--- src/logic/fabIpPkg.sv ---
// Shared bus types, address map and constants; imported by every fabric peripheral module
package fabIpPkg;

    // --------------------------------------------------
    // Basic widths and bus field types
    // --------------------------------------------------
    localparam int AdrWidth = 17;

    typedef logic [31:0]         wordT;
    typedef logic [AdrWidth-1:0] adrT;
    typedef logic [3:0]          selT;
    typedef logic [7:0]          gpioT;

    // Master request, one transfer at a time
    typedef struct packed {
        adrT  adr;
        selT  sel;
        logic we;
        logic cyc;
        logic stb;
        wordT dat;
    } wbReqT;

    // Slave response
    typedef struct packed {
        wordT dat;
        logic ack;
    } wbRspT;

    // Decoded region of the 128 KB aperture
    typedef enum logic [1:0] {
        RegionReg,
        RegionRam,
        RegionReserved,
        RegionNone
    } regionE;

    // Register word offsets, address bits 8:2
    typedef enum logic [6:0] {
        RegId      = 7'd0,
        RegRev     = 7'd1,
        RegGpioIn  = 7'd2,
        RegGpioOut = 7'd3,
        RegGpioOe  = 7'd4
    } regAddrE;

    // --------------------------------------------------
    // Address map
    // --------------------------------------------------
    // Region field is address bits 16:12
    localparam int  RegionLsb    = 12;
    localparam adrT RegBase      = 17'h00000;
    localparam adrT RamBase      = 17'h01000;
    localparam adrT ReservedBase = 17'h08000;

    // Reserved block word offsets
    localparam logic [6:0] ResCustProdAdr  = 7'h7E;
    localparam logic [6:0] ResRevisionsAdr = 7'h7F;

    // --------------------------------------------------
    // Identification and default read values
    // --------------------------------------------------
    localparam wordT DeviceIdValue  = 32'h0000_5A3B;
    localparam wordT RevLevel       = 32'h0000_0100;
    localparam wordT CustProdValue  = 32'h0000_0100;
    localparam wordT RevisionsValue = 32'h0001_0000;

    // Distinct patterns per kind of miss
    localparam wordT RegDefault = 32'hFAB_DEF_AC;
    localparam wordT ResDefault = 32'hDEF_FAB_AC;
    localparam wordT BadAccess  = 32'hBAD_FAB_AC;

    // Scratch RAM geometry
    localparam int RamDepth    = 256;
    localparam int RamAdrWidth = 8;

    // Watchdog for unclaimed cycles
    localparam int                     WatchdogWidth   = 3;
    localparam logic [WatchdogWidth-1:0] WatchdogTimeout = 3'd7;

endpackage

--- src/logic/fabBusFabric.sv ---
// Region decoder and response mux between the Wishbone port and the three fabric blocks
`timescale 1ns/1ps

module fabBusFabric
    import fabIpPkg::*;
(
    input  wbReqT wbReq_i,
    output wbRspT wbRsp_o,
    output wbReqT regReq_o,
    output wbReqT ramReq_o,
    output wbReqT resReq_o,
    input  wbRspT regRsp_i,
    input  wbRspT ramRsp_i,
    input  wbRspT resRsp_i,
    output logic  combAck_o
);

    logic [AdrWidth-RegionLsb-1:0] regionField;
    regionE                        region;
    logic                          anyAck;

    // --------------------------------------------------
    // Region decode, bits 16:12
    // --------------------------------------------------
    assign regionField = wbReq_i.adr[AdrWidth-1:RegionLsb];

    always_comb
    begin
        case (regionField)
            RegBase[AdrWidth-1:RegionLsb]:      region = RegionReg;
            RamBase[AdrWidth-1:RegionLsb]:      region = RegionRam;
            ReservedBase[AdrWidth-1:RegionLsb]: region = RegionReserved;
            default:                            region = RegionNone;
        endcase
    end

    // Same request everywhere, cyc only where the region hits
    always_comb
    begin
        regReq_o     = wbReq_i;
        ramReq_o     = wbReq_i;
        resReq_o     = wbReq_i;
        regReq_o.cyc = wbReq_i.cyc & (region == RegionReg);
        ramReq_o.cyc = wbReq_i.cyc & (region == RegionRam);
        resReq_o.cyc = wbReq_i.cyc & (region == RegionReserved);
    end

    // --------------------------------------------------
    // Response combine
    // --------------------------------------------------
    // Watchdog ack arrives through the reserved block
    assign anyAck    = regRsp_i.ack | ramRsp_i.ack | resRsp_i.ack;
    assign combAck_o = anyAck;

    always_comb
    begin
        wbRsp_o.ack = anyAck;
        case (region)
            RegionReg:      wbRsp_o.dat = regRsp_i.dat;
            RegionRam:      wbRsp_o.dat = ramRsp_i.dat;
            RegionReserved: wbRsp_o.dat = resRsp_i.dat;
            default:        wbRsp_o.dat = BadAccess;
        endcase
    end

endmodule

--- config.mk ---
export PLATFORM = sky130hd
export DESIGN_NAME = fabBusFabric
export DESIGN_NICKNAME = d
export VERILOG_FILES = /design/src/logic/fabIpPkg.sv /design/src/logic/fabBusFabric.sv
export SDC_FILE = /design/constraint.sdc
export NUM_CORES = 1
export LEC_CHECK = 0
export BUFFER_PORTS_ARGS = -buffer_cell sky130_fd_sc_hd__buf_2
export CAP_MARGIN = 40
export CORE_AREA = 4 4 136 138
export DETAILED_ROUTE_END_ITERATION = 8
export DIE_AREA = 0 0 140 142
export PLACE_DENSITY = 0.53
export SYNTH_ARGS = -nofsm -noshare
export SYNTH_HDL_FRONTEND = slang
export SYNTH_SLANG_ARGS = --single-unit
export TNS_END_PERCENT = 50
--- constraint.sdc ---
create_clock -name vclk -period 1.7
set_clock_uncertainty 0.2 [all_clocks]
set_input_delay 0.255 -clock vclk [all_inputs]
set_output_delay 0.255 -clock vclk [all_outputs]
set_load 0.02 [all_outputs]
==> run metrics <==
crit path kind primary input to primary output; Slew HR 0.813; startpoint types primary input; final worst slack -0.0854 ns; Yosys warning count 0; floorplan die height 142 um; DRT iter0 DRCs 34; met2 wire len 3310 um; wire length of the first global-routing pass 9260 um; Ports 357; Layout clock buffers 0; Clk pwr share 0; initial antenna violation count 0; required time of the critical path 1.24 ns; Switch Pwr 207 uW; Hold WS 0.310 ns; fin crit period 1.79 ns; P_int 232 uW; CORE AREA 17200 um^2; Die ar. 19900 um^2; largest net degree at the start of global routing 24; Mapped Area 2160 um^2; layout cells sized above 1 0.725; Final GP Congestion 0.631; Layout fillers 1997; Rows 48; vias in the first global route 1634; worst hold path class primary input to primary output; Reg area 0 um^2; post-synthesis cell count 275; status finished with violations; Pleak 1.04 nW; dpl hpwl 5630 um; register area share after synthesis 0; diodes inserted 0; top layer in use met4; Final Hold Viols 0; Flop pwr share 0; Mapped Nets 430; post-synth top area cell buf_4; drt total wl 7080 um; Netlist cell types 17; Synth area leaders buf_4 59%, mux2i_1 9.8%, a2bb2oi_1 8.5%; final setup fails 28; Post-synth top cells 170 x buf_4, 21 x a2bb2oi_1, 21 x mux2i_1; DR DRC count 0; ANT nets after route 0; CP arrival 1.33 ns; M1 WL 2270 um; CP max FO 5; DR WL/cell 14.3 um; Setup Total Neg Slack -1.47 ns; switching share of total power 0.471; drt via density 3.27; Overall Global Routing Usage 0.0578; share of the synthesized area in the top cell type 0.592; final core occ 0.130; drt pass-1 iters 4; fin crit share 1.05; failing checks setup timing; I/O Buffers 157; worst slew pin tran 0.279 ns; Slew Limit Fails 0; Max Clock Freq 560 MHz; Met3 Routed Length 928 um; VDD IR max 49.7 uV; Area Growth Syn to Fin 3.77%; final instance area 2240 um^2; num sequential 0; most common cell in the synthesized netlist buf_4; Comb pwr share 1.000; RSZ-0062 raised after global routing true; MaxCap Viol Count 0; Avg Cell Area, Syn 7.84 um^2; overall via count from detail_route 1614; Die W 140 um; Power Density 196 nW/um^2; Starting Density 0.126; post-placement cell area 2050 um^2; grt ovf 0; CP Capture Type primary output; Final Net Count 426
## per-layer routing
layer,track usage,up-vias
met5,0,-
met4,0.0474,0
met3,0.0205,59
met2,0.0990,140
met1,0.0563,666
li1,-,749
## layout by cell type (no fill, tap or decap), drive strengths merged
master and n:
a2bb2oi 21, mux2i 21, a211oi 22, nor3b 2, nor3 2, nor2 1
nand2b 11, nand2 1, or3 2, clkbuf 2, nand3b 1, nor2b 11
buf 172
## final cells by class
type	instances	area, um^2	area share
well taps	225	282	0.126
repair buffers	174	1100	0.490
multi-input cells	95	860	0.384
## through the flow
stage	power, mW	std cells	setup WS [ns]
final	0.439	494	-0.0854
after floorplan	0.749	275	0.0498
after CTS	0.426	490	-0.114
after global placement	0.414	490	-0.0962
after detailed placement	0.418	490	-0.113
after global routing	0.481	494	-0.137
## kinds of logic after synthesis
family | synth area share
multiplexers | 0.0975
AO/OA/AOI/OAI | 0.185
buffers and inverters | 0.623
AND/OR/NAND/NOR | 0.0940
## path summary, 6_finish.rpt
path	from	cells after the start	slack [ns]	end
hold / removal	wbReq_i[44]	0	0.31	regReq_o[44]
setup / recovery	wbReq_i[55]	8	-0.09	wbRsp_o[10]
## worst max-delay path, stage by stage
cell	delay [ns]
buf_6	0.10
nor3_2	0.16
buf_4	0.14
nand3b_1	0.08
buf_6	0.15
clkbuf_16	0.16
a2bb2oi_1	0.12
buf_2	0.17
## power by group through the flow
stage,clock network [mW],registers [mW],logic [mW]
after floorplan,0,0,0.749
after global placement,0,0,0.414
final,0,0,0.439
after CTS,0,0,0.426
after detailed placement,0,0,0.418
after global routing,0,0,0.481
## timing repair
action / 4_1_cts / 5_1_grt
endpoints found under the hold margin: 0 / 0
resized for setup: 13 / 21
cloned: 0 / 3
buffers inserted: 0 / 1
hold buffers: 0 / 0
setup endpoints to repair: 35 / 35
pin swaps: 0 / 2
No activity file was read; power rests on OpenSTA's default activity.
