<file path="src/logic/fabIpPkg.sv">
// Shared bus types, address map and constants; imported by every fabric peripheral module
package fabIpPkg;

    // --------------------------------------------------
    // Basic widths and bus field types
    // --------------------------------------------------
    localparam int AdrWidth = 17;

    typedef logic [31:0]         wordT;
    typedef logic [AdrWidth-1:0] adrT;
    typedef logic [3:0]          selT;
    typedef logic [7:0]          gpioT;

    // Master request, one transfer at a time
    typedef struct packed {
        adrT  adr;
        selT  sel;
        logic we;
        logic cyc;
        logic stb;
        wordT dat;
    } wbReqT;

    // Slave response
    typedef struct packed {
        wordT dat;
        logic ack;
    } wbRspT;

    // Decoded region of the 128 KB aperture
    typedef enum logic [1:0] {
        RegionReg,
        RegionRam,
        RegionReserved,
        RegionNone
    } regionE;

    // Register word offsets, address bits 8:2
    typedef enum logic [6:0] {
        RegId      = 7'd0,
        RegRev     = 7'd1,
        RegGpioIn  = 7'd2,
        RegGpioOut = 7'd3,
        RegGpioOe  = 7'd4
    } regAddrE;

    // --------------------------------------------------
    // Address map
    // --------------------------------------------------
    // Region field is address bits 16:12
    localparam int  RegionLsb    = 12;
    localparam adrT RegBase      = 17'h00000;
    localparam adrT RamBase      = 17'h01000;
    localparam adrT ReservedBase = 17'h08000;

    // Reserved block word offsets
    localparam logic [6:0] ResCustProdAdr  = 7'h7E;
    localparam logic [6:0] ResRevisionsAdr = 7'h7F;

    // --------------------------------------------------
    // Identification and default read values
    // --------------------------------------------------
    localparam wordT DeviceIdValue  = 32'h0000_5A3B;
    localparam wordT RevLevel       = 32'h0000_0100;
    localparam wordT CustProdValue  = 32'h0000_0100;
    localparam wordT RevisionsValue = 32'h0001_0000;

    // Distinct patterns per kind of miss
    localparam wordT RegDefault = 32'hFAB_DEF_AC;
    localparam wordT ResDefault = 32'hDEF_FAB_AC;
    localparam wordT BadAccess  = 32'hBAD_FAB_AC;

    // Scratch RAM geometry
    localparam int RamDepth    = 256;
    localparam int RamAdrWidth = 8;

    // Watchdog for unclaimed cycles
    localparam int                     WatchdogWidth   = 3;
    localparam logic [WatchdogWidth-1:0] WatchdogTimeout = 3'd7;

endpackage

</file>
<file path="src/logic/fabRegisters.sv">
// Register block with ID, revision and GPIO registers; sits in the register region of the fabric
`timescale 1ns/1ps

module fabRegisters
    import fabIpPkg::*;
(
    input  logic  wbClk_i,
    input  logic  rstN_i,
    input  wbReqT req_i,
    output wbRspT rsp_o,
    input  gpioT  gpioIn_i,
    output gpioT  gpioOut_o,
    output gpioT  gpioOe_o
);

    // --------------------------------------------------
    // Request qualification
    // --------------------------------------------------
    logic    reqValid;
    logic    reqSeenQ;
    logic    accept;
    logic    ackQ;
    regAddrE regAddr;
    wordT    rdDatQ;
    gpioT    gpioOutQ;
    gpioT    gpioOeQ;

    assign reqValid = req_i.cyc & req_i.stb;
    // Only the first sampled edge of a request is taken
    assign accept   = reqValid & ~reqSeenQ & ~ackQ;
    // Word offset within the region
    assign regAddr  = regAddrE'(req_i.adr[8:2]);

    // --------------------------------------------------
    // Control state and GPIO registers
    // --------------------------------------------------
    always_ff @(posedge wbClk_i)
    begin
        if (!rstN_i)
        begin
            ackQ     <= 1'b0;
            reqSeenQ <= 1'b0;
            gpioOutQ <= '0;
            gpioOeQ  <= '0;
        end
        else
        begin
            ackQ     <= accept;
            reqSeenQ <= reqValid;
            // GPIO writes use byte lane 0 only
            if (accept && req_i.we && req_i.sel[0])
            begin
                if (regAddr == RegGpioOut)
                    gpioOutQ <= req_i.dat[$bits(gpioT)-1:0];
                if (regAddr == RegGpioOe)
                    gpioOeQ <= req_i.dat[$bits(gpioT)-1:0];
            end
        end
    end

    // Read word captured with the ack
    always_ff @(posedge wbClk_i)
    begin
        if (accept && !req_i.we)
        begin
            case (regAddr)
                RegId:      rdDatQ <= DeviceIdValue;
                RegRev:     rdDatQ <= RevLevel;
                RegGpioIn:  rdDatQ <= wordT'(gpioIn_i);
                RegGpioOut: rdDatQ <= wordT'(gpioOutQ);
                RegGpioOe:  rdDatQ <= wordT'(gpioOeQ);
                default:    rdDatQ <= RegDefault;
            endcase
        end
    end

    assign rsp_o.dat = rdDatQ;
    assign rsp_o.ack = ackQ;
    assign gpioOut_o = gpioOutQ;
    assign gpioOe_o  = gpioOeQ;

endmodule

</file>
<file path="config.mk">
export PLATFORM = sky130hd
export DESIGN_NAME = fabRegisters
export DESIGN_NICKNAME = d
export VERILOG_FILES = /design/src/logic/fabIpPkg.sv /design/src/logic/fabRegisters.sv
export SDC_FILE = /design/constraint.sdc
export NUM_CORES = 1
export LEC_CHECK = 0
export BUFFER_PORTS_ARGS = -buffer_cell sky130_fd_sc_hd__buf_2
export CORE_UTILIZATION = 43
export DETAILED_ROUTE_END_ITERATION = 6
export PLACE_DENSITY = 0.83
export RECOVER_POWER = 25
export SYNTH_ARGS = -nofsm -noshare
export SYNTH_HDL_FRONTEND = slang
export SYNTH_SLANG_ARGS = --single-unit
</file>
<file path="constraint.sdc">
create_clock -name wbClk_i -period 2.55 [get_ports wbClk_i]
set_input_delay 0.51 -clock wbClk_i [delete_from_list [all_inputs] [get_ports wbClk_i]]
set_output_delay 0.51 -clock wbClk_i [all_outputs]
set_load 0.005 [all_outputs]
</file>
==> run summary <==
The run finished with clean final reports. The sequential cell area fraction in the yosys report is 46.23%, and the detailed-route wire length is 3152 um. The initialized floorplan defines 21 standard-cell rows. From bottom edge to top edge, the die measures 62.21 um. Static timing analysis puts the maximum clock frequency at 598.0 MHz. The initial utilization of the core area, before any placement, comes to 45.64%. The tools report the worst supply voltage drop on vdd as 0.0003174 V. By area, the combinational part of the netlist is dominated by simple AND/OR/NAND/NOR gates. The filler cells instantiated in the layout total 331. The total of endpoints with negative setup slack in the final report is 0, and the multiplexer fraction of the synthesized cell area is 0.7223%.

For the finished layout, the period the worst path requires is 1672 ps. Once placement completed, the tool counted placed cells totaling 257. In this run the worst path has a maximum fanout of 12.

On the final layout, the worst hold slack is 419.1 ps. The mean number of vias per cell was 4.913; the summed negative setup slack over all endpoints was 0 ps. The final route contains 1302 vias. The logs give 1123 for the via count of the first global-routing pass and 54.47% for the final cell utilization of the core.

At the end of routability-driven placement, the weighted congestion stood at 0.7261. The tools report the endpoint kind of the worst setup timing path as a register. For this block, the initial DRC count from the detailed router was 10. For this run the aggregate overflow at the end of global routing stands at 0.

The logs give 3870 sq um for the die area and 17.38% for the global-route total usage across every layer. The number of slew-limit violations in the final report is 0, and the number of buffers between clock root and the deepest sink is 2. The power density normalized to cell area was 483.8 nW/um^2.

In this run the biggest area consumer among cell types represents 23.11% of the synthesized area. After clock tree synthesis, the clock-pin slew on the worst setup and hold paths is 90 ps. TritonCTS built the clock tree. The total of hold buffers inserted after clock tree synthesis was 0; the share of cells above drive strength 1 was 46.12%.

In this run the post-CTS setup repair buffer count came out at 0. In this run the tightest slew margin relative to its limit is 27.57%. The worst setup timing slack at the placement stage is 702.1 ps. sky130_fd_sc_hd__dfxtp_1 takes more of the synthesized area than any other cell. Of the total synthesized cell area, the portion taken by full adders, half adders and majority gates is 0%.

The mapped netlist covers 1559 sq um. The clock arrives with 9.104 ps of skew. The number of search-and-repair iterations in the first detailed-routing pass came out at 4.

Once detail routing completed, the nets flagged for antenna violations numbered 0. The synthesized netlist devotes 15.89% of its cell area to compound gates. For the I/O pin total, the log shows 115. The fraction of the cycle the final worst path needs came out at 65.58%. Most used standard cell by instance count after synthesis: sky130_fd_sc_hd__buf_4. Counting every sink on the clock net gives 30. The sequential cells in the finished layout cover a total of 720.7 sq um. The H-tree generated during clock tree synthesis spans 2 levels. The wire length of the first global-routing pass is 5140 um. The area added between synthesis and finish is 19.34%.

Ranked by total cell area, the synthesized netlist is headed by sky130_fd_sc_hd__dfxtp_1, sky130_fd_sc_hd__edfxtp_1, sky130_fd_sc_hd__buf_4, sky130_fd_sc_hd__o21ai_2, sky130_fd_sc_hd__nand3_1. Entering global routing, the biggest net connects 27 pins. Counting instances in the post-synthesis netlist gives the leading cell types as sky130_fd_sc_hd__buf_4, sky130_fd_sc_hd__dfxtp_1, sky130_fd_sc_hd__nand2_1.

Counting every instance in the synthesized netlist gives 163. The most used flip-flop cell after synthesis was sky130_fd_sc_hd__dfxtp_1. The synthesized design contains 12 enable-type register cells.

By startpoint and endpoint, the worst setup path is classified as reg2reg. The class of the tightest hold or removal check was in2reg. The logs give 2413 um for the final HPWL from detailed placement and 3416 sq um for the placeable core area.

The number of cells in the finished layout apart from fillers is 265, and the quantity of gates resized following cts is 0. After detailed routing, the number of remaining DRC violations is 0. The multi-input gate area in the final layout was 619.3 sq um. In the final routed layout, each cell accounts on average for 11.89 um. For the number of antenna violations at the first check in global routing, the log shows 0. The max-cap check violation count is 0, and the count of warnings emitted by yosys is 0. Counting the buffers created by CTS gives 5. After Yosys synthesis, XOR and XNOR cells account for 0% of the synthesized area. In this run the tool buffered the top-level ports with 73 buffer cells. The clock latency of the later-clocked register in the worst-skew pair was 340 ps; the proportion of register bits with asynchronous set or reset after synthesis was 0%. Setup repair after global routing left no endpoint under its margin. For the worst setup path, the data required time is 2520 ps. The average cell area after synthesis was 9.564 sq um; the net count reported at finish was 284. After Yosys synthesis, and, or, nand and nor cells account for 22.15% of the synthesized area. In this run the clock root is driven by a sky130_fd_sc_hd__clkbuf_4. The final number of hold-violating endpoints was 0; the data arrival time at the worst-slack endpoint was 1650 ps. The count of cell types in the netlist is 32.

Once routing completed, OpenROAD measured the worst setup slack at 877.7 ps. The diode insertion count for antenna repair came out at 0. Summed over all cells, the static leakage comes to 0.8266 nW. After synthesis the netlist holds a flip-flop and latch count of 30. The measured slew at the worst slew-check pin works out to 1086 ps. STA classifies the critical path startpoint as a register.

The die width came out at 62.21 um.
-- per-layer routing --
metal  GRT usage, %  routed length, um  vias to the layer above  share of wire [%]
met5              0                  0                        -                  0
met1          21.14               1321                      578                 42
met3          6.985                287                        7                9.1
met4          8.140                 65                        0                2.1
li1               -                  -                      654                  -
met2          26.79               1477                       63                 47
-- report_power, final --
group / switching [mW] / total [mW] / internal [mW] / leakage, nW
logic: 0.0529 / 0.0928 / 0.0399 / 0.533
clock network: 0.166 / 0.299 / 0.133 / 0.0386
registers: 0.00328 / 0.508 / 0.505 / 0.255
total: 0.222 / 0.900 / 0.678 / 0.827
-- layout make-up --
type	instances	area share, %
clock inverter	2	0.6052
sequential	30	38.74
clock buffer	6	2.757
timing repair buffer	76	20.51
tap	46	3.093
inverter	5	1.009
multi-input combinational	100	33.29
-- kinds of logic after synthesis --
family | Yosys count
and+or+nand+nor | 57
AOI/OAI and AO/OA | 38
buffers and inverters | 36
DFF | 30
muxes | 1
other | 1
-- final timing paths --
path	endpoint	slack, ps	start	cells after the start
worst min register to register	gpioOut_o[3]$_SDFFE_PN0P_	490	gpioOut_o[3]$_SDFFE_PN0P_	2
worst max-delay path	rdDatQ[1]$_DFFE_PP_	880	ackQ$_SDFF_PN0_	3
worst min-delay path	reqSeenQ$_SDFF_PN0_	420	req_i[32]	2
worst max register to register	rdDatQ[1]$_DFFE_PP_	880	ackQ$_SDFF_PN0_	3
-- flip-flops by register name (all words and copies together) (netlist names) --
name	count
ackQ	1
gpioOe_o	8
gpioOut_o	8
rdDatQ	12
reqSeenQ	1
-- per-stage QoR --
| step | area [sq um] | power (mW) |
|---|---|---|
| after floorplan | 1570 | 0.5829 |
| after global placement | 1804 | 0.6111 |
| after detailed placement | 1804 | 0.6133 |
| after CTS | 1867 | 0.9104 |
| after global routing | 1861 | 0.9429 |
| final | 1861 | 0.9001 |
-- worst max-delay path, stage by stage, from the launching register on --
cell,delay [ps]
sky130_fd_sc_hd__dfxtp_1,320
sky130_fd_sc_hd__and4bb_1,340
sky130_fd_sc_hd__nor2b_1,140
sky130_fd_sc_hd__clkbuf_1,500
-- placed cells by master (no fill, tap or decap), types with 2 or more instances in the layout --
cell type and n:
sky130_fd_sc_hd__inv_1 5, sky130_fd_sc_hd__clkbuf_1 3, sky130_fd_sc_hd__nand4_1 2, sky130_fd_sc_hd__nor2_1 3, sky130_fd_sc_hd__o21bai_1 3, sky130_fd_sc_hd__conb_1 4
sky130_fd_sc_hd__a21oi_1 10, sky130_fd_sc_hd__o21ai_1 4, sky130_fd_sc_hd__buf_2 71, sky130_fd_sc_hd__nand4_2 2, sky130_fd_sc_hd__o22ai_1 2, sky130_fd_sc_hd__nand3_2 4
sky130_fd_sc_hd__o21ai_0 6, sky130_fd_sc_hd__nand2_1 17, sky130_fd_sc_hd__edfxtp_1 12, sky130_fd_sc_hd__nand3_1 13, sky130_fd_sc_hd__nor2b_1 6, sky130_fd_sc_hd__and2_1 2
sky130_fd_sc_hd__o21ai_2 12, sky130_fd_sc_hd__dfxtp_1 18, sky130_fd_sc_hd__buf_4 2, sky130_fd_sc_hd__clkbuf_4 5
Power figures use the tool's default switching activity.
