$ cat config.mk
export PLATFORM = sky130hd
export DESIGN_NAME = fabReserved
export DESIGN_NICKNAME = d
export VERILOG_FILES = /design/src/logic/fabIpPkg.sv /design/src/logic/fabReserved.sv
export SDC_FILE = /design/constraint.sdc
export NUM_CORES = 1
export LEC_CHECK = 0
export BUFFER_PORTS_ARGS = -buffer_cell sky130_fd_sc_hd__clkbuf_2
export CELL_PAD_IN_SITES_DETAIL_PLACEMENT = 1
export CELL_PAD_IN_SITES_GLOBAL_PLACEMENT = 1
export CORE_MARGIN = 2
export CORE_UTILIZATION = 12
export DETAILED_ROUTE_END_ITERATION = 8
export PLACE_DENSITY = 0.81
export SETUP_SLACK_MARGIN = 0.05
export SYNTH_ARGS = -nofsm -noshare
export SYNTH_HDL_FRONTEND = slang
export SYNTH_SLANG_ARGS = --single-unit
$ cat constraint.sdc
create_clock -name wbClk_i -period 2.6 [get_ports wbClk_i]
set_input_delay 0.13 -clock wbClk_i [delete_from_list [all_inputs] [get_ports wbClk_i]]
set_output_delay 0.13 -clock wbClk_i [all_outputs]
set_load 0.05 [all_outputs]
$ cat src/logic/fabIpPkg.sv
// Shared bus types, address map and constants; imported by every fabric peripheral module
package fabIpPkg;

    // --------------------------------------------------
    // Basic widths and bus field types
    // --------------------------------------------------
    localparam int AdrWidth = 17;

    typedef logic [31:0]         wordT;
    typedef logic [AdrWidth-1:0] adrT;
    typedef logic [3:0]          selT;
    typedef logic [7:0]          gpioT;

    // Master request, one transfer at a time
    typedef struct packed {
        adrT  adr;
        selT  sel;
        logic we;
        logic cyc;
        logic stb;
        wordT dat;
    } wbReqT;

    // Slave response
    typedef struct packed {
        wordT dat;
        logic ack;
    } wbRspT;

    // Decoded region of the 128 KB aperture
    typedef enum logic [1:0] {
        RegionReg,
        RegionRam,
        RegionReserved,
        RegionNone
    } regionE;

    // Register word offsets, address bits 8:2
    typedef enum logic [6:0] {
        RegId      = 7'd0,
        RegRev     = 7'd1,
        RegGpioIn  = 7'd2,
        RegGpioOut = 7'd3,
        RegGpioOe  = 7'd4
    } regAddrE;

    // --------------------------------------------------
    // Address map
    // --------------------------------------------------
    // Region field is address bits 16:12
    localparam int  RegionLsb    = 12;
    localparam adrT RegBase      = 17'h00000;
    localparam adrT RamBase      = 17'h01000;
    localparam adrT ReservedBase = 17'h08000;

    // Reserved block word offsets
    localparam logic [6:0] ResCustProdAdr  = 7'h7E;
    localparam logic [6:0] ResRevisionsAdr = 7'h7F;

    // --------------------------------------------------
    // Identification and default read values
    // --------------------------------------------------
    localparam wordT DeviceIdValue  = 32'h0000_5A3B;
    localparam wordT RevLevel       = 32'h0000_0100;
    localparam wordT CustProdValue  = 32'h0000_0100;
    localparam wordT RevisionsValue = 32'h0001_0000;

    // Distinct patterns per kind of miss
    localparam wordT RegDefault = 32'hFAB_DEF_AC;
    localparam wordT ResDefault = 32'hDEF_FAB_AC;
    localparam wordT BadAccess  = 32'hBAD_FAB_AC;

    // Scratch RAM geometry
    localparam int RamDepth    = 256;
    localparam int RamAdrWidth = 8;

    // Watchdog for unclaimed cycles
    localparam int                     WatchdogWidth   = 3;
    localparam logic [WatchdogWidth-1:0] WatchdogTimeout = 3'd7;

endpackage

$ cat src/logic/fabReserved.sv
// Reserved identification words and the bus watchdog that ends any unclaimed cycle
`timescale 1ns/1ps

module fabReserved
    import fabIpPkg::*;
(
    input  logic  wbClk_i,
    input  logic  rstN_i,
    input  wbReqT req_i,
    input  wbReqT busReq_i,
    input  logic  combAck_i,
    output wbRspT rsp_o
);

    logic                     reqValid;
    logic                     reqSeenQ;
    logic                     accept;
    logic                     resAckQ;
    logic [6:0]               resAdr;
    wordT                     rdDatQ;
    logic                     busActive;
    logic [WatchdogWidth-1:0] wdCntQ;
    logic                     wdAckQ;
    logic                     wdDoneQ;

    // --------------------------------------------------
    // Identification words
    // --------------------------------------------------
    assign reqValid = req_i.cyc & req_i.stb;
    assign accept   = reqValid & ~reqSeenQ & ~resAckQ;
    assign resAdr   = req_i.adr[8:2];

    // Writes land here but change nothing
    always_ff @(posedge wbClk_i)
    begin
        if (accept && !req_i.we)
        begin
            case (resAdr)
                ResCustProdAdr:  rdDatQ <= CustProdValue;
                ResRevisionsAdr: rdDatQ <= RevisionsValue;
                default:         rdDatQ <= ResDefault;
            endcase
        end
    end

    // --------------------------------------------------
    // Watchdog
    // --------------------------------------------------
    // Ungated master strobe, region is not looked at
    assign busActive = busReq_i.cyc & busReq_i.stb;

    always_ff @(posedge wbClk_i)
    begin
        if (!rstN_i)
        begin
            resAckQ  <= 1'b0;
            reqSeenQ <= 1'b0;
            wdCntQ   <= '0;
            wdAckQ   <= 1'b0;
            wdDoneQ  <= 1'b0;
        end
        else
        begin
            resAckQ  <= accept;
            reqSeenQ <= reqValid;
            wdAckQ   <= 1'b0;
            // Held after an ack until the master drops stb
            wdDoneQ  <= busActive & (wdDoneQ | combAck_i);
            if (!busActive || combAck_i || wdDoneQ)
                wdCntQ <= '0;
            else if (wdCntQ == WatchdogTimeout)
            begin
                // Nobody answered, end the cycle
                wdAckQ <= 1'b1;
                wdCntQ <= '0;
            end
            else
                wdCntQ <= wdCntQ + 1'b1;
        end
    end

    // Data is ignored by the fabric on a watchdog ack
    assign rsp_o.dat = rdDatQ;
    assign rsp_o.ack = resAckQ | wdAckQ;

endmodule

==> results by group, run 1 <==
Synth
  • Area leader, netlist: buf_4
  • Post-Syn Area per Cell: 10.3 µm²
  • Warnings from Yosys: 0
  • Share of async-settable or async-resettable flops after synthesis: 0%
  • Yosys top cell area share: 36.6%
  • Post-synth EDFFs: 3
  • Synth cell count leaders: buf_4, dfxtp_1, edfxtp_1
  • Syn Inst Count: 58
  • Top FF cell, synth: dfxtp_1
  • Cell Area, Synth: 596 µm²
  • Synth area leaders: buf_4, dfxtp_1, edfxtp_1
  • Synth cell types: 18
  • Seq/Total Area, Yosys: 38.7%
  • Yosys reg bits: 10
  • Most common cell in the netlist: buf_4

Worst setup path
  • Critical Path RT: 2.47 ns
  • Reg-to-Reg End: rdDatQ[8]
  • Slowest-stage cell, CP: edfxtp_1
  • Critical path startpoint: rdDatQ[30]
  • WP data arrival: 1.32 ns
  • Cells along the critical path: clkbuf_2
  • R2r startpoint: resAckQ
  • Crit start category: flip-flop
  • Slowest stage delay, CP: 0.70 ns
  • Largest delay share family, worst path: flip-flops
  • R2R setup slack: 1.30 ns
  • CP Buf/Inv Count: 1
  • Worst setup endpoint: rsp_o[12]
  • FF-to-FF path depth: 1
  • Crit end category: output port
  • Crit Path Max Fanout: 21
  • CP Class: flip-flop to output port
  • Worst path depth: 1

Floorplanning
  • Die H: 74.5 µm
  • Die X: 74.5 µm
  • Die footprint: 5540 µm²
  • I/O Pins: 148
  • Initial Util: 12.5%
  • FP Rows: 25
  • Core Box Area: 4750 µm²

Pwr
  • PD cells: 627 nW/µm²
  • VDD IR-drop max: 0.261 mV
  • Leakage power: 0.367 nW
  • Tot Pwr: 0.000462 W

Drt
  • # DRC: 0
  • Starting DRC count in detailed routing: 1
  • Final WL: 1040 µm
  • Drt pass-1 iters: 5
  • DR vias: 415
  • Wirelength per Cell: 7.10 µm
  • Post-DR vias/cell: 2.84
  • Detail Route Antenna Nets: 0

Global routing
  • Initial antenna violation count: 0
  • Largest net degree at the start of global routing: 22
  • Total gr overflow: 0
  • Overall Global Routing Usage: 3.73%
  • First-pass GRT wire length: 1460 µm
  • Vias in the first global route: 340

Placement
  • Placed Instances: 142
  • GPL Wtd Cong: 0.602
  • Placed cell area: 682 µm²
  • DP HPWL: 873 µm
  • Input/output buffers: 38

CTS
  • Hold Buf Count CTS: 0
  • CTS Root Cell: clkbuf_8
  • CTS clk-pin slew, worst paths: 0.05 ns
  • CTS Buf Count: 3
  • Setup bufs post-CTS: 0
  • CTS Buffer Depth: 2
  • Resize count post-CTS: 0
  • Num Clock Sinks: 10
  • CTS tree: built
  • H-tree Lvls: 1
  • Worst skew pair latency: 0.23 ns

STA
  • Fin crit period: 1.45 ns
  • Final setup viols: 0
  • Slew @ Worst Pin: 0.673 ns
  • Unrepaired setup endpoints after global routing: no
  • Fmax: 0.691 GHz
  • Final Max Tran Viols: 0
  • Final hold violations: 0
  • Skew final: 0.00192 ns
  • Setup TNS: 0 ns
  • Max-slew headroom: 54.8%
  • Crit share post-route: 55.7%

Cells and area
  • Finished Layout Cells: 146
  • Fin area: 737 µm²
  • Area taken by multi-input logic gates: 178 µm²
  • Synthesis-to-layout area growth: 23.7%
  • Filler Cell Count: 589
  • Antenna diode count: 0
  • # nets final: 197
  • Layout cells sized above 1: 58.2%
  • Register area: 230 µm²

Hold path
  • Worst min-delay path class: primary input to flip-flop
  • HP Start: combAck_i

Status
  • Status: completed

Flow run
  • Max_cap viols: 0
==> worst min path at each step <==
| stage | to | slack, ns | cells past startpoint |
|---|---|---|---|
| after detailed placement | wdAckQ | 0.33 | 2 |
| after global placement | wdAckQ | 0.33 | 2 |
| after CTS | wdAckQ | 0.08 | 2 |
| after global routing | wdAckQ | 0.09 | 2 |
| final | wdAckQ | 0.08 | 2 |
| after floorplan | wdAckQ | 0.21 | 1 |
==> cell families after synthesis <==
| logic type | Yosys count | synth area share, % |
|---|---|---|
| buffers and inverters | 29 | 36.6 |
| flip-flops | 10 | 38.7 |
| AND/OR/NAND/NOR | 16 | 20.0 |
| adder cells (fa/ha/maj) | 2 | 4.20 |
| other | 1 | 0.630 |
==> power by group <==
group	total, W	internal (W)	switching [W]	leakage (nW)
Sequential	0.000168	0.000164	0.00000388	0.0875
Combinational	0.000101	0.0000183	0.0000830	0.250
Clock	0.000193	0.000133	0.0000595	0.0288
==> stage by stage <==
step	worst slack [ns]	hold WS (ns)	util, %
after floorplan	1.23	0.207	-
after global placement	1.38	0.331	14.3
after detailed placement	1.29	0.331	14.3
after CTS	1.10	0.0837	15.5
after global routing	1.02	0.0879	15.5
final	1.15	0.0824	15.5
==> placed cells by master (no fill, tap or decap) <==
master and count:
nand4b_1 1, nor4b_1 2, and4bb_2 2, dfxtp_1 7, edfxtp_1 3, and3_1 1, ha_1 2, nor2_1 2
nor3b_1 1, nand4_1 1, nor4_1 1, or2_2 1, nand3_1 1, clkbuf_8 4, nand3_2 1, nand2_1 1
clkbuf_2 38, and4_1 1, conb_1 9
==> sequential cells by signal (all words and copies together), names as in the netlist <==
register	count
resAckQ	1
rdDatQ	3
wdDoneQ	1
wdCntQ	3
wdAckQ	1
reqSeenQ	1
==> cell type report <==
class | instances | area share (%)
sequential | 10 | 31.2
timing repair buffer | 38 | 25.8
multi-input combinational | 27 | 24.1
tap | 67 | 11.4
clock buffer | 4 | 7.47
==> routing by layer <==
layer	track usage, %	vias up	wire [µm]	part of all wire [%]
met2	5.31	30	484	47
met3	0.813	4	92	8.9
met1	4.32	179	425	41
met5	0	-	0	0
li1	-	202	-	-
met4	4.17	0	36	3.5
Power figures use the tool's default switching activity.
==> run 2, diff against run 1 <==
ABC_AREA = 1   (was not set)
CORE_UTILIZATION = 10   (was 12)
PLACE_DENSITY = 0.7   (was 0.81)
clock period = 1.2 ns   (was 2.6 ns; I/O delays follow)
==> results by group, run 2 <==
Status
  • Status: completed

Worst setup path
  • Slowest stage delay, CP: 0.40 ns
  • WP data arrival: 1.04 ns
  • Largest delay share family, worst path: flip-flops
  • Crit Path Max Fanout: 10
  • Cells along the critical path: buf_4, clkbuf_4
  • Crit end category: output port
  • Crit start category: flip-flop
  • CP Buf/Inv Count: 2
  • Slowest-stage cell, CP: edfxtp_1
  • CP Class: flip-flop to output port
  • Critical Path RT: 1.14 ns

Synth
  • Synth cell types: 17
  • Yosys top cell area share: 34.6%
  • Yosys reg bits: 10
  • Cell Area, Synth: 629 µm²
  • Post-synth EDFFs: 3
  • Warnings from Yosys: 0
  • Post-Syn Area per Cell: 8.39 µm²
  • Seq/Total Area, Yosys: 36.6%
  • Syn Inst Count: 75
  • Synth cell count leaders: buf_4, nor2_1, dfxtp_1, nand2_1, inv_1
  • Most common cell in the netlist: buf_4
  • Area leader, netlist: buf_4
  • Top FF cell, synth: dfxtp_1
  • Synth area leaders: buf_4, dfxtp_1, edfxtp_1
  • Share of async-settable or async-resettable flops after synthesis: 0%

CTS
  • Worst skew pair latency: 0.24 ns
  • CTS clk-pin slew, worst paths: 0.05 ns
  • CTS tree: built
  • Num Clock Sinks: 10
  • CTS Root Cell: clkbuf_8
  • CTS Buf Count: 3
  • CTS Buffer Depth: 2
  • H-tree Lvls: 1

Pwr
  • PD cells: 1180 nW/µm²
  • VDD IR-drop max: 0.468 mV
  • Tot Pwr: 0.000965 W
  • Leakage power: 0.409 nW

Global routing
  • Vias in the first global route: 505
  • Overall Global Routing Usage: 3.92%
  • Initial antenna violation count: 0
  • Total gr overflow: 0
  • Largest net degree at the start of global routing: 11
  • First-pass GRT wire length: 2170 µm

Cells and area
  • Area taken by multi-input logic gates: 185 µm²
  • Most common cell after layout, fill and taps aside: clkbuf_2
  • Regs by FF count: rdDatQ (3), wdCntQ (3)
  • Antenna diode count: 0
  • Filler Cell Count: 732
  • Layout cells sized above 1: 49.5%
  • Commonest cells after routing, fill and taps aside: clkbuf_2, clkbuf_4, nor2_1
  • Register area: 230 µm²
  • # nets final: 217
  • Synthesis-to-layout area growth: 30.4%

Floorplanning
  • Die H: 83.3 µm
  • Die X: 83.3 µm
  • Die footprint: 6940 µm²
  • FP Rows: 28
  • Initial Util: 10.5%
  • Core Box Area: 5990 µm²
  • I/O Pins: 148

Drt
  • Detail Route Antenna Nets: 0
  • # DRC: 0
  • Met3 wire length: 132 µm
  • Drt pass-1 iters: 4
  • Post-DR vias/cell: 2.78
  • Wirelength per Cell: 7.72 µm
  • Max Used Layer: met3
  • Starting DRC count in detailed routing: 5
  • Met2 Wirelength: 676 µm
  • DR vias: 483
  • Met1 WL: 534 µm
  • Final WL: 1340 µm

STA
  • Final hold violations: 0
  • Setup TNS: 0 ns
  • Final Max Tran Viols: 0
  • Fmax: 0.911 GHz
  • Unrepaired setup endpoints after global routing: yes
  • Final setup viols: 0
  • Skew final: 0.00168 ns
  • Crit share post-route: 91.5%
  • Fin crit period: 1.10 ns

Placement
  • Input/output buffers: 38
  • GPL Wtd Cong: 0.660
  • DP HPWL: 1100 µm

Hold path
  • Worst min-delay path class: primary input to flip-flop

Flow run
  • Max_cap viols: 0
run 2: worst min-delay path, delay by kind of cell:
family | cells | cell delay [ns]
buf+inv | 1 | 0.08
simple gates | 2 | 0.12
run 2: final cells by class:
| class | count | share of cell area, % |
|---|---|---|
| Inverter | 7 | 3.20 |
| Clock buffer | 3 | 5.03 |
| Tap cell | 75 | 11.4 |
| Clock inverter | 1 | 0.457 |
| Timing Repair Buffer | 41 | 29.3 |
| Multi-Input combinational cell | 37 | 22.6 |
| Sequential cell | 10 | 28.0 |
run 2: logic make-up after synthesis:
| logic type | synth area share (%) |
|---|---|
| fa+ha+maj | 3.98 |
| buf+inv | 38.8 |
| flops | 36.6 |
| other cells | 0.596 |
| simple gates | 20.1 |
run 2: metal layers:
layer	track usage (%)	vias up
met5	0	-
met1	4.00	206
met3	0.497	0
met2	7.33	39
li1	-	238
met4	2.68	0
run 2: worst paths after layout:
path | start | end | slack, ns | cells past startpoint
setup / recovery | rdDatQ[30] | rsp_o[18] | 0.10 | 2
hold reg to reg | wdCntQ[0] | wdCntQ[0] | 0.42 | 1
hold / removal | req_i[32] | reqSeenQ | 0.07 | 3
setup reg to reg | wdCntQ[0] | wdCntQ[1] | 0.17 | 5
run 2: report_power, final:
part / internal (W) / switching (W) / total [W]
Clock: 0.000224 / 0.000132 / 0.000356
Combinational: 0.0000520 / 0.000198 / 0.000249
Sequential: 0.000356 / 0.00000333 / 0.000360
run 2: repair_timing:
| item | CTS | global route |
|---|---|---|
| resized for setup | 0 | 31 |
| buffers inserted | 3 | 0 |
| hold buffers | 0 | 0 |
| endpoints found under the setup margin | 21 | 20 |
run 2: per-stage QoR:
stage / instances / util (%) / setup slack, ns / hold slack [ns] / cell area, µm²
finish: 174 / 13.7 / 0.102 / 0.0705 / 821
global route: 174 / 13.7 / 0.0269 / 0.0965 / 821
CTS: 174 / 13.2 / 0.0677 / 0.0695 / 793
detailed placement: 167 / 12.1 / 0.0288 / 0.323 / 726
global placement: 167 / 12.1 / 0.0641 / 0.319 / 726
floorplan: 83 / - / -0.0998 / 0.194 / 659
==> run 3, diff against run 2 <==
CTS_BUF_LIST = sky130_fd_sc_hd__clkbuf_16   (was not set)
==> results by group, run 3 (synthesized netlist as in run 2, its figures left out) <==
Floorplanning
  • Core Box Area: 5990 µm²
  • Die footprint: 6940 µm²
  • Die X: 83.3 µm
  • FP Rows: 28
  • I/O Pins: 148
  • Die H: 83.3 µm
  • Initial Util: 10.5%

Worst setup path
  • Critical Path RT: 1.14 ns
  • WP data arrival: 1.04 ns
  • Crit Path Max Fanout: 10
  • Slowest stage delay, CP: 0.36 ns
  • Crit start category: flip-flop
  • FF-to-FF path depth: 5
  • Slowest-stage cell, CP: edfxtp_1
  • CP Class: flip-flop to output port
  • Worst setup endpoint: rsp_o[14]
  • R2r startpoint: wdCntQ[0]
  • Critical path startpoint: rdDatQ[30]
  • R2R setup slack: 0.16 ns
  • Cells along the critical path: buf_4, buf_2
  • Reg-to-Reg End: wdCntQ[1]
  • Crit end category: output port

Pwr
  • Pint: 0.000841 W
  • Switching share of power: 29.9%
  • Sw power: 0.000358 W
  • Tot Pwr: 0.00120 W
  • Sequential power share: 30.1%
  • PD cells: 1450 nW/µm²
  • Combinational power share: 20.3%
  • Leakage power: 0.423 nW
  • Clock power frac: 49.6%
  • VDD IR-drop max: 0.521 mV

Drt
  • DR vias: 485
  • Starting DRC count in detailed routing: 1
  • Post-DR vias/cell: 2.79
  • Wirelength per Cell: 7.71 µm
  • # DRC: 0
  • Drt pass-1 iters: 2
  • Detail Route Antenna Nets: 0
  • Final WL: 1340 µm

Cells and area
  • Antenna diode count: 0
  • Layout cells sized above 1: 49.5%
  • Most common cell after layout, fill and taps aside: buf_2
  • Commonest cells after routing, fill and taps aside: buf_2, clkbuf_2, nor2_1
  • Synthesis-to-layout area growth: 31.8%
  • # nets final: 217
  • Regs by FF count: rdDatQ (3), wdCntQ (3)
  • Finished Layout Cells: 174

STA
  • Final setup viols: 0
  • Fmax: 0.908 GHz
  • Final hold violations: 0
  • Fin crit period: 1.10 ns
  • Unrepaired setup endpoints after global routing: yes
  • Skew final: 0.00362 ns
  • Crit share post-route: 91.8%
  • Final Max Tran Viols: 0

CTS
  • Worst skew pair latency: 0.24 ns
  • CTS Buf Count: 3
  • CTS Buffer Depth: 2
  • CTS clk-pin slew, worst paths: 0.04 ns
  • Num Clock Sinks: 10
  • CTS tree: built
  • CTS Root Cell: clkbuf_16
  • H-tree Lvls: 1

Hold path
  • Worst min-delay path class: primary input to flip-flop

Global routing
  • Largest net degree at the start of global routing: 11
  • Overall Global Routing Usage: 4.15%
  • Total gr overflow: 0
  • First-pass GRT wire length: 2240 µm
  • Initial antenna violation count: 0
  • Vias in the first global route: 511

Placement
  • Placed Instances: 167
  • Input/output buffers: 38
  • GPL Wtd Cong: 0.660
  • DP HPWL: 1100 µm

Flow run
  • Max_cap viols: 0

Status
  • Status: completed
==> run 3: cell types whose count changed in the layout (fill, tap and decap cells not counted), sizes merged <==
cell,previous run,this run
clkbuf,32,22
buf,12,22
==> run 3: stage by stage <==
step | setup TNS, ns | setup slack (ns) | cell area (µm²) | utilization (%) | hold WS, ns
4_1_cts | 0 | 0.0688 | 827 | 13.8 | 0.0726
3_3_place_gp | 0 | 0.0641 | 726 | 12.1 | 0.319
5_1_grt | 0 | 0.0253 | 830 | 13.8 | 0.0966
3_5_place_dp | 0 | 0.0288 | 726 | 12.1 | 0.323
2_1_floorplan | -2.00 | -0.0998 | 659 | - | 0.194
6_report | 0 | 0.0986 | 830 | 13.8 | 0.0689
==> run 3: power groups by stage <==
stage | Sequential (W) | Combinational [W] | Clock, W
after global routing | 0.000361 | 0.000259 | 0.000615
after CTS | 0.000361 | 0.000246 | 0.000604
after floorplan | 0.000381 | 0.000220 | 0
final | 0.000360 | 0.000244 | 0.000595
after global placement | 0.000371 | 0.000233 | 0
after detailed placement | 0.000371 | 0.000235 | 0
==> run 3: metal layers <==
metal	part of all wire, %	track usage, %	vias to the layer above
met4	1.6	3.13	0
met3	11	1.09	2
met1	39	4.00	204
met2	48	7.48	41
met5	0	0	-
li1	-	-	238
==> run 3: worst min-delay path by stage <==
stage,from,to,slack (ns),cells after the start
3_3_place_gp,busReq_i[33],wdDoneQ,0.32,3
6_report,req_i[32],reqSeenQ,0.07,3
5_1_grt,busReq_i[33],wdDoneQ,0.1,3
2_1_floorplan,rstN_i,resAckQ,0.19,2
4_1_cts,rstN_i,reqSeenQ,0.07,3
3_5_place_dp,rstN_i,reqSeenQ,0.32,3
==> run 3: timing repair <==
item                                    CTS  global route
setup buffers                             3             0
hold buffers                              0             0
endpoints found under the hold margin     0             0
resized for setup                         0            21
endpoints found under the setup margin   21            20
==> run 3: worst max-delay path, delay by kind of cell, from the launching register on <==
kind                   cells  cell delay, ns
buffers and inverters      2            0.44
DFF                        1            0.36
==> run 3: final cells by class <==
cell class / count / area (µm²)
Clock inverter: 1 / 3.75
Tap cell: 75 / 93.8
Timing Repair Buffer: 41 / 215
Fill cell: 740 / 5160
Clock buffer: 3 / 75.1
Multi-Input combinational cell: 37 / 185
Inverter: 7 / 26.3
Sequential cell: 10 / 230
